--- config.mk ---
export PLATFORM = sky130hd
export DESIGN_NAME = alu_pipe_top
export DESIGN_NICKNAME = d
export VERILOG_FILES = /design/src/common/core_pkg.sv /design/src/common/fwd_if.sv /design/src/decode/decode_stage.sv /design/src/decode/forwarding_unit.sv /design/src/hw/alu_pipe_top.sv /design/src/hw/execute_stage.sv /design/src/hw/mem_wb_stage.sv /design/src/hw/register_file.sv
export SDC_FILE = /design/constraint.sdc
export NUM_CORES = 2
export LEC_CHECK = 0
export ABC_AREA = 1
export ABC_CLOCK_PERIOD_IN_PS = 2800
export BUFFER_PORTS_ARGS = -buffer_cell sky130_fd_sc_hd__buf_2
export CAP_MARGIN = 25
export CELL_PAD_IN_SITES_DETAIL_PLACEMENT = 0
export CELL_PAD_IN_SITES_GLOBAL_PLACEMENT = 1
export CORE_ASPECT_RATIO = 1.5
export CORE_MARGIN = 5
export CORE_UTILIZATION = 43
export DETAILED_ROUTE_END_ITERATION = 8
export PLACE_DENSITY_LB_ADDON = 0.1
export SYNTH_ARGS = -nofsm -noshare
export SYNTH_HDL_FRONTEND = slang
export SYNTH_HIERARCHICAL = 1
export SYNTH_SLANG_ARGS = --single-unit
--- constraint.sdc ---
create_clock -name clk -period 2.8 [get_ports clk]
set_input_delay 0.14 -clock clk [delete_from_list [all_inputs] [get_ports clk]]
set_output_delay 0.14 -clock clk [all_outputs]
set_load 0.03 [all_outputs]
--- src/common/core_pkg.sv ---
`default_nettype none

package core_pkg;

    ////////////////////////////////////////
    // Major opcodes
    ////////////////////////////////////////

    typedef enum logic [6:0] {
        OP_R_TYPE = 7'b0110011,
        OP_I_TYPE = 7'b0010011
    } opcode_t;

    // Funct3 per operation, shared by R and I forms
    localparam logic [2:0] F3_ADD_SUB = 3'b000;
    localparam logic [2:0] F3_SLL     = 3'b001;
    localparam logic [2:0] F3_SLT     = 3'b010;
    localparam logic [2:0] F3_XOR     = 3'b100;
    localparam logic [2:0] F3_SRL     = 3'b101;
    localparam logic [2:0] F3_OR      = 3'b110;
    localparam logic [2:0] F3_AND     = 3'b111;

    // Funct7 for R-type
    localparam logic [6:0] F7_BASE = 7'b0000000;
    localparam logic [6:0] F7_SUB  = 7'b0100000;

    // Operation picked by decode
    typedef enum logic [2:0] {
        ALU_ADD,
        ALU_SUB,
        ALU_AND,
        ALU_OR,
        ALU_XOR,
        ALU_SLT,
        ALU_SLL,
        ALU_SRL
    } alu_op_t;

    // Operand source select
    typedef enum logic [1:0] {
        Forward_None     = 2'b00,
        Forward_from_ex  = 2'b01,
        Forward_from_mem = 2'b10
    } forward_sel_t;

    ////////////////////////////////////////
    // Instruction word views
    ////////////////////////////////////////

    typedef struct packed {
        logic [6:0] funct7;
        logic [4:0] rs2;
        logic [4:0] rs1;
        logic [2:0] funct3;
        logic [4:0] rd;
        opcode_t    opcode;
    } r_fields_t;

    typedef struct packed {
        logic [11:0] imm12;
        logic [4:0]  rs1;
        logic [2:0]  funct3;
        logic [4:0]  rd;
        opcode_t     opcode;
    } i_fields_t;

    // Same 32 bits, two decodings
    typedef union packed {
        r_fields_t r;
        i_fields_t i;
    } instr_u;

endpackage

`default_nettype wire

--- src/common/fwd_if.sv ---
`timescale 1ns/1ps
`default_nettype none

// Late-stage results routed back to decode
interface fwd_if;

    // Execute stage, ALU output is combinational
    logic [4:0]  rd_ex;
    logic        reg_write_ex;
    logic [31:0] result_ex;

    // Memory stage contents
    logic [4:0]  rd_mem;
    logic        reg_write_mem;
    logic [31:0] result_mem;

    modport ex_src (
        output rd_ex,
        output reg_write_ex,
        output result_ex
    );

    modport mem_src (
        output rd_mem,
        output reg_write_mem,
        output result_mem
    );

    modport fwd_sink (
        input rd_ex,
        input reg_write_ex,
        input result_ex,
        input rd_mem,
        input reg_write_mem,
        input result_mem
    );

endinterface

`default_nettype wire

--- src/decode/decode_stage.sv ---
`timescale 1ns/1ps
`default_nettype none

module decode_stage import core_pkg::*; (
    input  wire logic        clk,
    input  wire logic        reset,
    input  wire logic        instr_valid,
    input  wire instr_u      instr,
    fwd_if.fwd_sink          fwd,
    output logic      [4:0]  raddr1,
    output logic      [4:0]  raddr2,
    input  wire logic [31:0] rdata1,
    input  wire logic [31:0] rdata2,
    output logic             ex_valid,
    output logic      [4:0]  ex_rd,
    output logic             ex_reg_write,
    output alu_op_t          ex_alu_op,
    output logic      [31:0] ex_op_a,
    output logic      [31:0] ex_op_b
);

    // Decode register
    logic   dec_valid;
    instr_u dec_instr;

    // Decoded fields
    alu_op_t      alu_op;
    logic         legal;
    logic         is_rtype;
    logic         is_itype;
    logic [4:0]   rs2_used;
    logic [31:0]  imm;
    forward_sel_t fwd_sel_a;
    forward_sel_t fwd_sel_b;
    logic [31:0]  fwd_a;
    logic [31:0]  fwd_b;

    always_ff @(posedge clk) begin
        if (reset) begin
            dec_valid <= 1'b0;
        end else begin
            dec_valid <= instr_valid;
        end
    end

    // Payload, qualified by dec_valid
    always_ff @(posedge clk) begin
        dec_instr <= instr;
    end

    ////////////////////////////////////////
    // Instruction decode
    ////////////////////////////////////////

    always_comb begin
        alu_op   = ALU_ADD;
        legal    = 1'b0;
        is_rtype = 1'b0;
        is_itype = 1'b0;
        case (dec_instr.r.opcode)
            OP_R_TYPE: begin
                is_rtype = 1'b1;
                // SUB is the only alternate funct7
                legal = (dec_instr.r.funct7 == F7_BASE) ||
                        ((dec_instr.r.funct7 == F7_SUB) && (dec_instr.r.funct3 == F3_ADD_SUB));
                case (dec_instr.r.funct3)
                    F3_ADD_SUB: alu_op = (dec_instr.r.funct7 == F7_SUB) ? ALU_SUB : ALU_ADD;
                    F3_SLL:     alu_op = ALU_SLL;
                    F3_SLT:     alu_op = ALU_SLT;
                    F3_XOR:     alu_op = ALU_XOR;
                    F3_SRL:     alu_op = ALU_SRL;
                    F3_OR:      alu_op = ALU_OR;
                    F3_AND:     alu_op = ALU_AND;
                    default:    legal  = 1'b0;
                endcase
            end
            OP_I_TYPE: begin
                is_itype = 1'b1;
                legal    = 1'b1;
                case (dec_instr.i.funct3)
                    F3_ADD_SUB: alu_op = ALU_ADD;
                    F3_SLT:     alu_op = ALU_SLT;
                    F3_XOR:     alu_op = ALU_XOR;
                    F3_OR:      alu_op = ALU_OR;
                    F3_AND:     alu_op = ALU_AND;
                    // Immediate shifts not supported
                    default:    legal  = 1'b0;
                endcase
            end
            default: begin
                legal = 1'b0;
            end
        endcase
    end

    // Sign-extended I immediate
    assign imm = {{20{dec_instr.i.imm12[11]}}, dec_instr.i.imm12};

    // I-type has no rs2, present x0 so no hazard is seen
    assign rs2_used = is_rtype ? dec_instr.r.rs2 : 5'd0;

    assign raddr1 = dec_instr.r.rs1;
    assign raddr2 = rs2_used;

    ////////////////////////////////////////
    // Hazard resolution
    ////////////////////////////////////////

    forwarding_unit u_forwarding_unit (
        .rs1_id        (dec_instr.r.rs1),
        .rs2_id        (rs2_used),
        .rd_id_ex      (fwd.rd_ex),
        .rd_id_mem     (fwd.rd_mem),
        .reg_write_ex  (fwd.reg_write_ex),
        .reg_write_mem (fwd.reg_write_mem),
        .forward_rs1   (fwd_sel_a),
        .forward_rs2   (fwd_sel_b)
    );

    function automatic logic [31:0] pick(
        input forward_sel_t sel,
        input logic [31:0]  reg_val,
        input logic [31:0]  ex_val,
        input logic [31:0]  mem_val
    );
        case (sel)
            Forward_from_ex:  return ex_val;
            Forward_from_mem: return mem_val;
            default:          return reg_val;
        endcase
    endfunction

    assign fwd_a = pick(fwd_sel_a, rdata1, fwd.result_ex, fwd.result_mem);
    assign fwd_b = pick(fwd_sel_b, rdata2, fwd.result_ex, fwd.result_mem);

    ////////////////////////////////////////
    // Decode to execute register
    ////////////////////////////////////////

    always_ff @(posedge clk) begin
        if (reset) begin
            ex_valid     <= 1'b0;
            ex_reg_write <= 1'b0;
        end else begin
            // Unknown encodings leave as bubbles
            ex_valid     <= dec_valid && legal;
            ex_reg_write <= dec_valid && legal && (dec_instr.r.rd != 5'd0);
        end
    end

    always_ff @(posedge clk) begin
        ex_rd     <= dec_instr.r.rd;
        ex_alu_op <= alu_op;
        ex_op_a   <= fwd_a;
        // Immediate replaces rs2 value
        ex_op_b   <= is_itype ? imm : fwd_b;
    end

endmodule

`default_nettype wire

--- src/decode/forwarding_unit.sv ---
`timescale 1ns/1ps
`default_nettype none

module forwarding_unit import core_pkg::*; (
    input  wire logic [4:0] rs1_id,
    input  wire logic [4:0] rs2_id,
    input  wire logic [4:0] rd_id_ex,
    input  wire logic [4:0] rd_id_mem,
    input  wire logic       reg_write_ex,
    input  wire logic       reg_write_mem,
    output forward_sel_t    forward_rs1,
    output forward_sel_t    forward_rs2
);

    // Per-source hit flags
    logic rs1_hit_ex;
    logic rs1_hit_mem;
    logic rs2_hit_ex;
    logic rs2_hit_mem;

    // Execute match, destination must be a real register
    assign rs1_hit_ex = reg_write_ex && (rd_id_ex != 5'd0) && (rd_id_ex == rs1_id);
    assign rs2_hit_ex = reg_write_ex && (rd_id_ex != 5'd0) && (rd_id_ex == rs2_id);

    // Memory match gated by its own write flag only
    assign rs1_hit_mem = reg_write_mem && (rd_id_mem != 5'd0) && (rd_id_mem == rs1_id);
    assign rs2_hit_mem = reg_write_mem && (rd_id_mem != 5'd0) && (rd_id_mem == rs2_id);

    ////////////////////////////////////////
    // Select, younger result first
    ////////////////////////////////////////

    always_comb begin
        if (rs1_hit_ex) begin
            forward_rs1 = Forward_from_ex;
        end else if (rs1_hit_mem) begin
            forward_rs1 = Forward_from_mem;
        end else begin
            forward_rs1 = Forward_None;
        end
    end

    always_comb begin
        if (rs2_hit_ex) begin
            forward_rs2 = Forward_from_ex;
        end else if (rs2_hit_mem) begin
            forward_rs2 = Forward_from_mem;
        end else begin
            forward_rs2 = Forward_None;
        end
    end

endmodule

`default_nettype wire

--- src/hw/alu_pipe_top.sv ---
`timescale 1ns/1ps
`default_nettype none

module alu_pipe_top import core_pkg::*; (
    input  wire logic        clk,
    input  wire logic        reset,
    input  wire logic        instr_valid,
    input  wire logic [31:0] instr,
    output logic             wb_valid,
    output logic      [4:0]  wb_rd,
    output logic      [31:0] wb_data
);

    // Register file ports
    logic [4:0]  raddr1;
    logic [4:0]  raddr2;
    logic [31:0] rdata1;
    logic [31:0] rdata2;
    logic        we;
    logic [4:0]  waddr;
    logic [31:0] wdata;

    // Decode to execute
    logic        ex_valid;
    logic [4:0]  ex_rd;
    logic        ex_reg_write;
    alu_op_t     ex_alu_op;
    logic [31:0] ex_op_a;
    logic [31:0] ex_op_b;

    // Execute to memory
    logic        mem_valid;
    logic [4:0]  mem_rd;
    logic        mem_reg_write;
    logic [31:0] mem_result;

    fwd_if fwd ();

    ////////////////////////////////////////
    // Pipeline stages
    ////////////////////////////////////////

    decode_stage u_decode_stage (
        .clk          (clk),
        .reset        (reset),
        .instr_valid  (instr_valid),
        .instr        (instr),
        .fwd          (fwd.fwd_sink),
        .raddr1       (raddr1),
        .raddr2       (raddr2),
        .rdata1       (rdata1),
        .rdata2       (rdata2),
        .ex_valid     (ex_valid),
        .ex_rd        (ex_rd),
        .ex_reg_write (ex_reg_write),
        .ex_alu_op    (ex_alu_op),
        .ex_op_a      (ex_op_a),
        .ex_op_b      (ex_op_b)
    );

    execute_stage u_execute_stage (
        .clk           (clk),
        .reset         (reset),
        .ex_valid      (ex_valid),
        .ex_rd         (ex_rd),
        .ex_reg_write  (ex_reg_write),
        .ex_alu_op     (ex_alu_op),
        .ex_op_a       (ex_op_a),
        .ex_op_b       (ex_op_b),
        .fwd           (fwd.ex_src),
        .mem_valid     (mem_valid),
        .mem_rd        (mem_rd),
        .mem_reg_write (mem_reg_write),
        .mem_result    (mem_result)
    );

    mem_wb_stage u_mem_wb_stage (
        .clk           (clk),
        .reset         (reset),
        .mem_valid     (mem_valid),
        .mem_rd        (mem_rd),
        .mem_reg_write (mem_reg_write),
        .mem_result    (mem_result),
        .fwd           (fwd.mem_src),
        .we            (we),
        .waddr         (waddr),
        .wdata         (wdata),
        .wb_valid      (wb_valid),
        .wb_rd         (wb_rd),
        .wb_data       (wb_data)
    );

    // Shared register storage
    register_file u_register_file (
        .clk    (clk),
        .reset  (reset),
        .raddr1 (raddr1),
        .raddr2 (raddr2),
        .rdata1 (rdata1),
        .rdata2 (rdata2),
        .we     (we),
        .waddr  (waddr),
        .wdata  (wdata)
    );

endmodule

`default_nettype wire

--- src/hw/execute_stage.sv ---
`timescale 1ns/1ps
`default_nettype none

module execute_stage import core_pkg::*; (
    input  wire logic        clk,
    input  wire logic        reset,
    input  wire logic        ex_valid,
    input  wire logic [4:0]  ex_rd,
    input  wire logic        ex_reg_write,
    input  wire alu_op_t     ex_alu_op,
    input  wire logic [31:0] ex_op_a,
    input  wire logic [31:0] ex_op_b,
    fwd_if.ex_src            fwd,
    output logic             mem_valid,
    output logic      [4:0]  mem_rd,
    output logic             mem_reg_write,
    output logic      [31:0] mem_result
);

    logic [31:0] alu_result;
    logic [4:0]  shamt;

    // Only the low 5 bits shift
    assign shamt = ex_op_b[4:0];

    ////////////////////////////////////////
    // ALU
    ////////////////////////////////////////

    always_comb begin
        alu_result = '0;
        case (ex_alu_op)
            ALU_ADD: alu_result = ex_op_a + ex_op_b;
            ALU_SUB: alu_result = ex_op_a - ex_op_b;
            ALU_AND: alu_result = ex_op_a & ex_op_b;
            ALU_OR:  alu_result = ex_op_a | ex_op_b;
            ALU_XOR: alu_result = ex_op_a ^ ex_op_b;
            // Signed compare
            ALU_SLT: alu_result = {31'd0, $signed(ex_op_a) < $signed(ex_op_b)};
            ALU_SLL: alu_result = ex_op_a << shamt;
            // Logical right shift
            ALU_SRL: alu_result = ex_op_a >> shamt;
            default: alu_result = '0;
        endcase
    end

    ////////////////////////////////////////
    // Forward source toward decode
    ////////////////////////////////////////

    assign fwd.rd_ex        = ex_rd;
    assign fwd.reg_write_ex = ex_valid && ex_reg_write;
    assign fwd.result_ex    = alu_result;

    ////////////////////////////////////////
    // Execute to memory register
    ////////////////////////////////////////

    always_ff @(posedge clk) begin
        if (reset) begin
            mem_valid     <= 1'b0;
            mem_reg_write <= 1'b0;
        end else begin
            mem_valid     <= ex_valid;
            mem_reg_write <= ex_valid && ex_reg_write;
        end
    end

    always_ff @(posedge clk) begin
        mem_rd     <= ex_rd;
        mem_result <= alu_result;
    end

endmodule

`default_nettype wire

--- src/hw/mem_wb_stage.sv ---
`timescale 1ns/1ps
`default_nettype none

module mem_wb_stage (
    input  wire logic        clk,
    input  wire logic        reset,
    input  wire logic        mem_valid,
    input  wire logic [4:0]  mem_rd,
    input  wire logic        mem_reg_write,
    input  wire logic [31:0] mem_result,
    fwd_if.mem_src           fwd,
    output logic             we,
    output logic      [4:0]  waddr,
    output logic      [31:0] wdata,
    output logic             wb_valid,
    output logic      [4:0]  wb_rd,
    output logic      [31:0] wb_data
);

    // Memory stage holds the registered ALU result from execute
    logic mem_writes;

    assign mem_writes = mem_valid && mem_reg_write;

    // Memory result back to decode
    assign fwd.rd_mem        = mem_rd;
    assign fwd.reg_write_mem = mem_writes;
    assign fwd.result_mem    = mem_result;

    ////////////////////////////////////////
    // Memory to writeback register
    ////////////////////////////////////////

    // Valid only for real writes
    always_ff @(posedge clk) begin
        if (reset) begin
            wb_valid <= 1'b0;
        end else begin
            wb_valid <= mem_writes;
        end
    end

    always_ff @(posedge clk) begin
        wb_rd   <= mem_rd;
        wb_data <= mem_result;
    end

    // Register file port, written on the next edge
    assign we    = wb_valid;
    assign waddr = wb_rd;
    assign wdata = wb_data;

endmodule

`default_nettype wire

--- src/hw/register_file.sv ---
`timescale 1ns/1ps
`default_nettype none

module register_file (
    input  wire logic        clk,
    input  wire logic        reset,
    input  wire logic [4:0]  raddr1,
    input  wire logic [4:0]  raddr2,
    output logic      [31:0] rdata1,
    output logic      [31:0] rdata2,
    input  wire logic        we,
    input  wire logic [4:0]  waddr,
    input  wire logic [31:0] wdata
);

    logic [31:0] regs [32];

    // x0 never takes a write
    logic write_en;

    assign write_en = we && (waddr != 5'd0);

    ////////////////////////////////////////
    // Write port
    ////////////////////////////////////////

    always_ff @(posedge clk) begin
        if (reset) begin
            for (int i = 0; i < 32; i++) begin
                regs[i] <= '0;
            end
        end else if (write_en) begin
            regs[waddr] <= wdata;
        end
    end

    ////////////////////////////////////////
    // Read ports
    ////////////////////////////////////////

    // Write-through covers the writeback hazard
    function automatic logic [31:0] read_port(input logic [4:0] addr);
        if (addr == 5'd0) begin
            return '0;
        end else if (write_en && (addr == waddr)) begin
            return wdata;
        end else begin
            return regs[addr];
        end
    endfunction

    always_comb begin
        rdata1 = read_port(raddr1);
        rdata2 = read_port(raddr2);
    end

endmodule

`default_nettype wire

==> flow_summary.ini <==
[finish]
drive_above_1_share_pct = 18.6
areaGrowthSynthToFinish_pct = 26.7
final_cell_mix = nand2_1, nor2_1, nand3_1, edfxtp_1, buf_4
filler_cell_count = 16400
fin_util_pct = 54.6
layout.nets = 11000
regArea_um2 = 34500
final_common_cell = nand2_1
multi_input_area_um2 = 34200
finish.instance_area_um2 = 94300

[timing]
final_critical_path_setup_slack_ps = -232
final-hold-violation-count = 0
finalCriticalPeriod_ps = 3030
grt_setup_unrepaired = yes
finalSetupViolCount = 32
clock.fmax_ghz = 0.330
worst_pin_slew_ps = 793
slew_violations = 0
relSlewSlack_pct = 47.1
finClkSkew_ps = 30.3
fin_crit_sh_pct = 108

[clocking]
htreeDepth = 4
cts_tree = done
cts_root_buf = clkbuf_16
clk_latency_ps = 810
cts_buffers = 133
cts.sinks = 1208
clk_pin_slew_ps = 60
clk_path_buf_depth = 3

[pwr]
swShare_pct = 31.3
pwr-share-seq_pct = 43.4
vdd_drop_max_mv = 0.701
leakage_nw = 41.2
p_clk_share_pct = 36.6
internal_power_mw = 33.0
finalPower_mw = 48.1
p_per_area_nw_per_um2 = 510
pwr-share-comb_pct = 20.1
p_sw_mw = 15.1

[setup_path]
arrival_ps = 3670
start_kind = flop
worstRegToRegCells = 20
required_ps = 3440
r2r-end = u_decode_stage/ex_op_b[10]
worstSetupEndpoint = u_decode_stage/ex_op_b[10]
crit_fanout = 7
crit_type = reg -> reg
reg2reg_slack_ps = -230
r2r-start = u_decode_stage/dec_instr[5]
worstSetupStartpoint = u_decode_stage/dec_instr[5]
endpoint_kind = flop

[synthesis]
syn-cell-area_um2 = 74400
synthArstFlopShare_pct = 0
yosysWarnings = 6
synth_cells = 10100
synth_edf_count = 1024
ys_types = 56
synth_seq_area_share_pct = 46.3
syn_area_per_cell_um2 = 7.34
synth-main-ff-cell = edfxtp_1
ys_seq_elements = 1208

[grt]
overflow = 0
grt_max_degree = 89
antenna_found_initial = 19
grt_pass1_wl_um = 529000
grt_pass1_vias = 74200
track_usage_pct = 40.8

[hold_path]
min-delay-path-class = in -> reg

[placement]
placed_cell_area_um2 = 85700
io_buffers = 72
routabilityCongestion = 1.01
place_hpwl_um = 259000

[route]
vias = 78000
dr.first_iter.drc_count = 9375
antenna_left = 0
drc = 0
routedWlPerCell_um = 29.1
dr.pass1.iters = 7
via_per_inst = 5.88
totalWireLength_um = 386000

[floorplan]
start_util_pct = 43.1
die_area_um2 = 182000
die-height_um = 519
coreArea_um2 = 173000
die_w_um = 350
ios = 73
rows = 187

[outcome]
violations = setup timing
status = complete, but fails checks

[job]
maxCapViolations = 0
[kinds of logic (layout without fill, tap and decap cells)]
logic type	Yosys count	in the layout	share of synthesized area [%]
buffers and inverters	1809	2628	10.2
other	1	44	0.00504
xor gates and xnor gates	27	27	0.318
AOI/OAI and AO/OA	1190	1190	9.11
muxes	1	1	0.0135
adders and majority gates	103	103	1.75
and+or+nand+nor	5801	5801	32.3
DFF	1208	1208	46.3
[worst min-delay path by stage]
stage | depth (start not counted) | slack [ps] | from | to
6_report | 2 | 30 | instr[27] | u_decode_stage/dec_instr[27]
5_1_grt | 2 | 10 | instr[27] | u_decode_stage/dec_instr[27]
3_3_place_gp | 1 | 240 | instr[15] | u_decode_stage/dec_instr[15]
4_1_cts | 2 | 5 | instr[27] | u_decode_stage/dec_instr[27]
3_5_place_dp | 1 | 240 | instr[2] | u_decode_stage/dec_instr[2]
2_1_floorplan | 0 | 170 | instr[0] | u_decode_stage/dec_instr[0]
[power by group through the flow]
| stage | clock network, mW | registers, mW | logic [mW] |
|---|---|---|---|
| 2_1_floorplan | 0 | 21.1 | 4.16 |
| 3_3_place_gp | 0 | 21.2 | 8.95 |
| 3_5_place_dp | 0 | 21.2 | 8.97 |
| 4_1_cts | 17.8 | 20.8 | 9.18 |
| 5_1_grt | 18.4 | 20.9 | 10.0 |
| 6_report | 17.6 | 20.8 | 9.65 |
[layout make-up]
cell class,instances,area share (%)
tap,2268,3.01
clock inverter,64,0.693
sequential,1208,36.6
antenna,12,0.0318
timing repair buffer,1438,15.8
inverter,959,3.86
multi-input combinational,7154,36.3
clock buffer,167,3.75
[timing repair]
action / in CTS / in global routing
pin swaps: 49 / 83
gates cloned: 21 / 15
setup buffers: 53 / 36
endpoints found under the hold margin: 46 / 0
setup endpoints to repair: 48 / 106
hold buffers: 66 / 0
resized for setup: 280 / 258
[through the flow]
step           hold slack (ps)  setup TNS, ps  std cells  setup slack, ps
2_1_floorplan              168              0      10200              117
3_3_place_gp               242         -12620      12800             -661
3_5_place_dp               244         -13390      12800             -646
4_1_cts                   5.08          -4360      13200             -206
5_1_grt                   11.0          -7710      13300             -349
6_report                  32.3          -4130      13300             -232
[Yosys cell counts (19+ instances only)]
master    count  area (µm²)
o21ai_0     467        2340
dfxtp_1     184        3680
ha_1        101        1260
o22ai_1      21         131
and2_1       22         138
nand2_1    2534        9510
buf_2       261        1310
nand3_1    1459        7300
o21ai_2      21         184
edfxtp_1   1024       30700
nand4_1      32         200
buf_4        98         736
buf_1        67         251
or2_2        47         294
clkbuf_1    406        1520
inv_2        25        93.8
o211ai_1    225        1690
inv_1       929        3490
nor2_1     1647        6180
a21oi_1     396        1980
o21ai_1      19        95.1
nor3_1       29         145
[per-layer routing]
metal  share of wire, %  wire [µm]  global-route usage (%)  up-vias
met5              0.018         71                       0        -
met4                 12      46800                    39.1       12
met3                9.3      35800                    9.14     1446
met2                 45     175000                    65.1     4741
met1                 33     129000                    44.6    37200
li1                   -          -                       -    34600
[critical path, stage by stage (launching register included)]
cell and delay, ps:
dfxtp_2 340, nand2_2 70, nor2_4 130, nand2_4 80
nor2_4 100, buf_12 150, buf_16 180, buf_8 120
inv_2 30, nand2_1 50, nand2_1 60, nor2_2 120
nand3_2 100, nor2_4 160, inv_2 70, ha_4 280
inv_4 50, buf_12 150, buf_8 140, o211ai_1 300
o21ai_2 180
[sequential cells by signal, summed over array words and instances, names as in the netlist]
register	cells
u_decode_stage/ex_valid	1
u_mem_wb_stage/wb_valid	1
u_decode_stage/ex_op_a	32
u_execute_stage/mem_rd	5
u_decode_stage/dec_valid	1
u_execute_stage/mem_valid	1
u_decode_stage/ex_op_b	32
u_decode_stage/ex_reg_write	1
u_mem_wb_stage/wb_data	32
u_decode_stage/dec_instr	32
u_decode_stage/ex_alu_op	3
u_decode_stage/ex_rd	5
u_register_file/regs	1024
u_mem_wb_stage/waddr	5
u_execute_stage/mem_reg_write	1
u_execute_stage/mem_result	32
No activity file was read; power rests on OpenSTA's default activity.
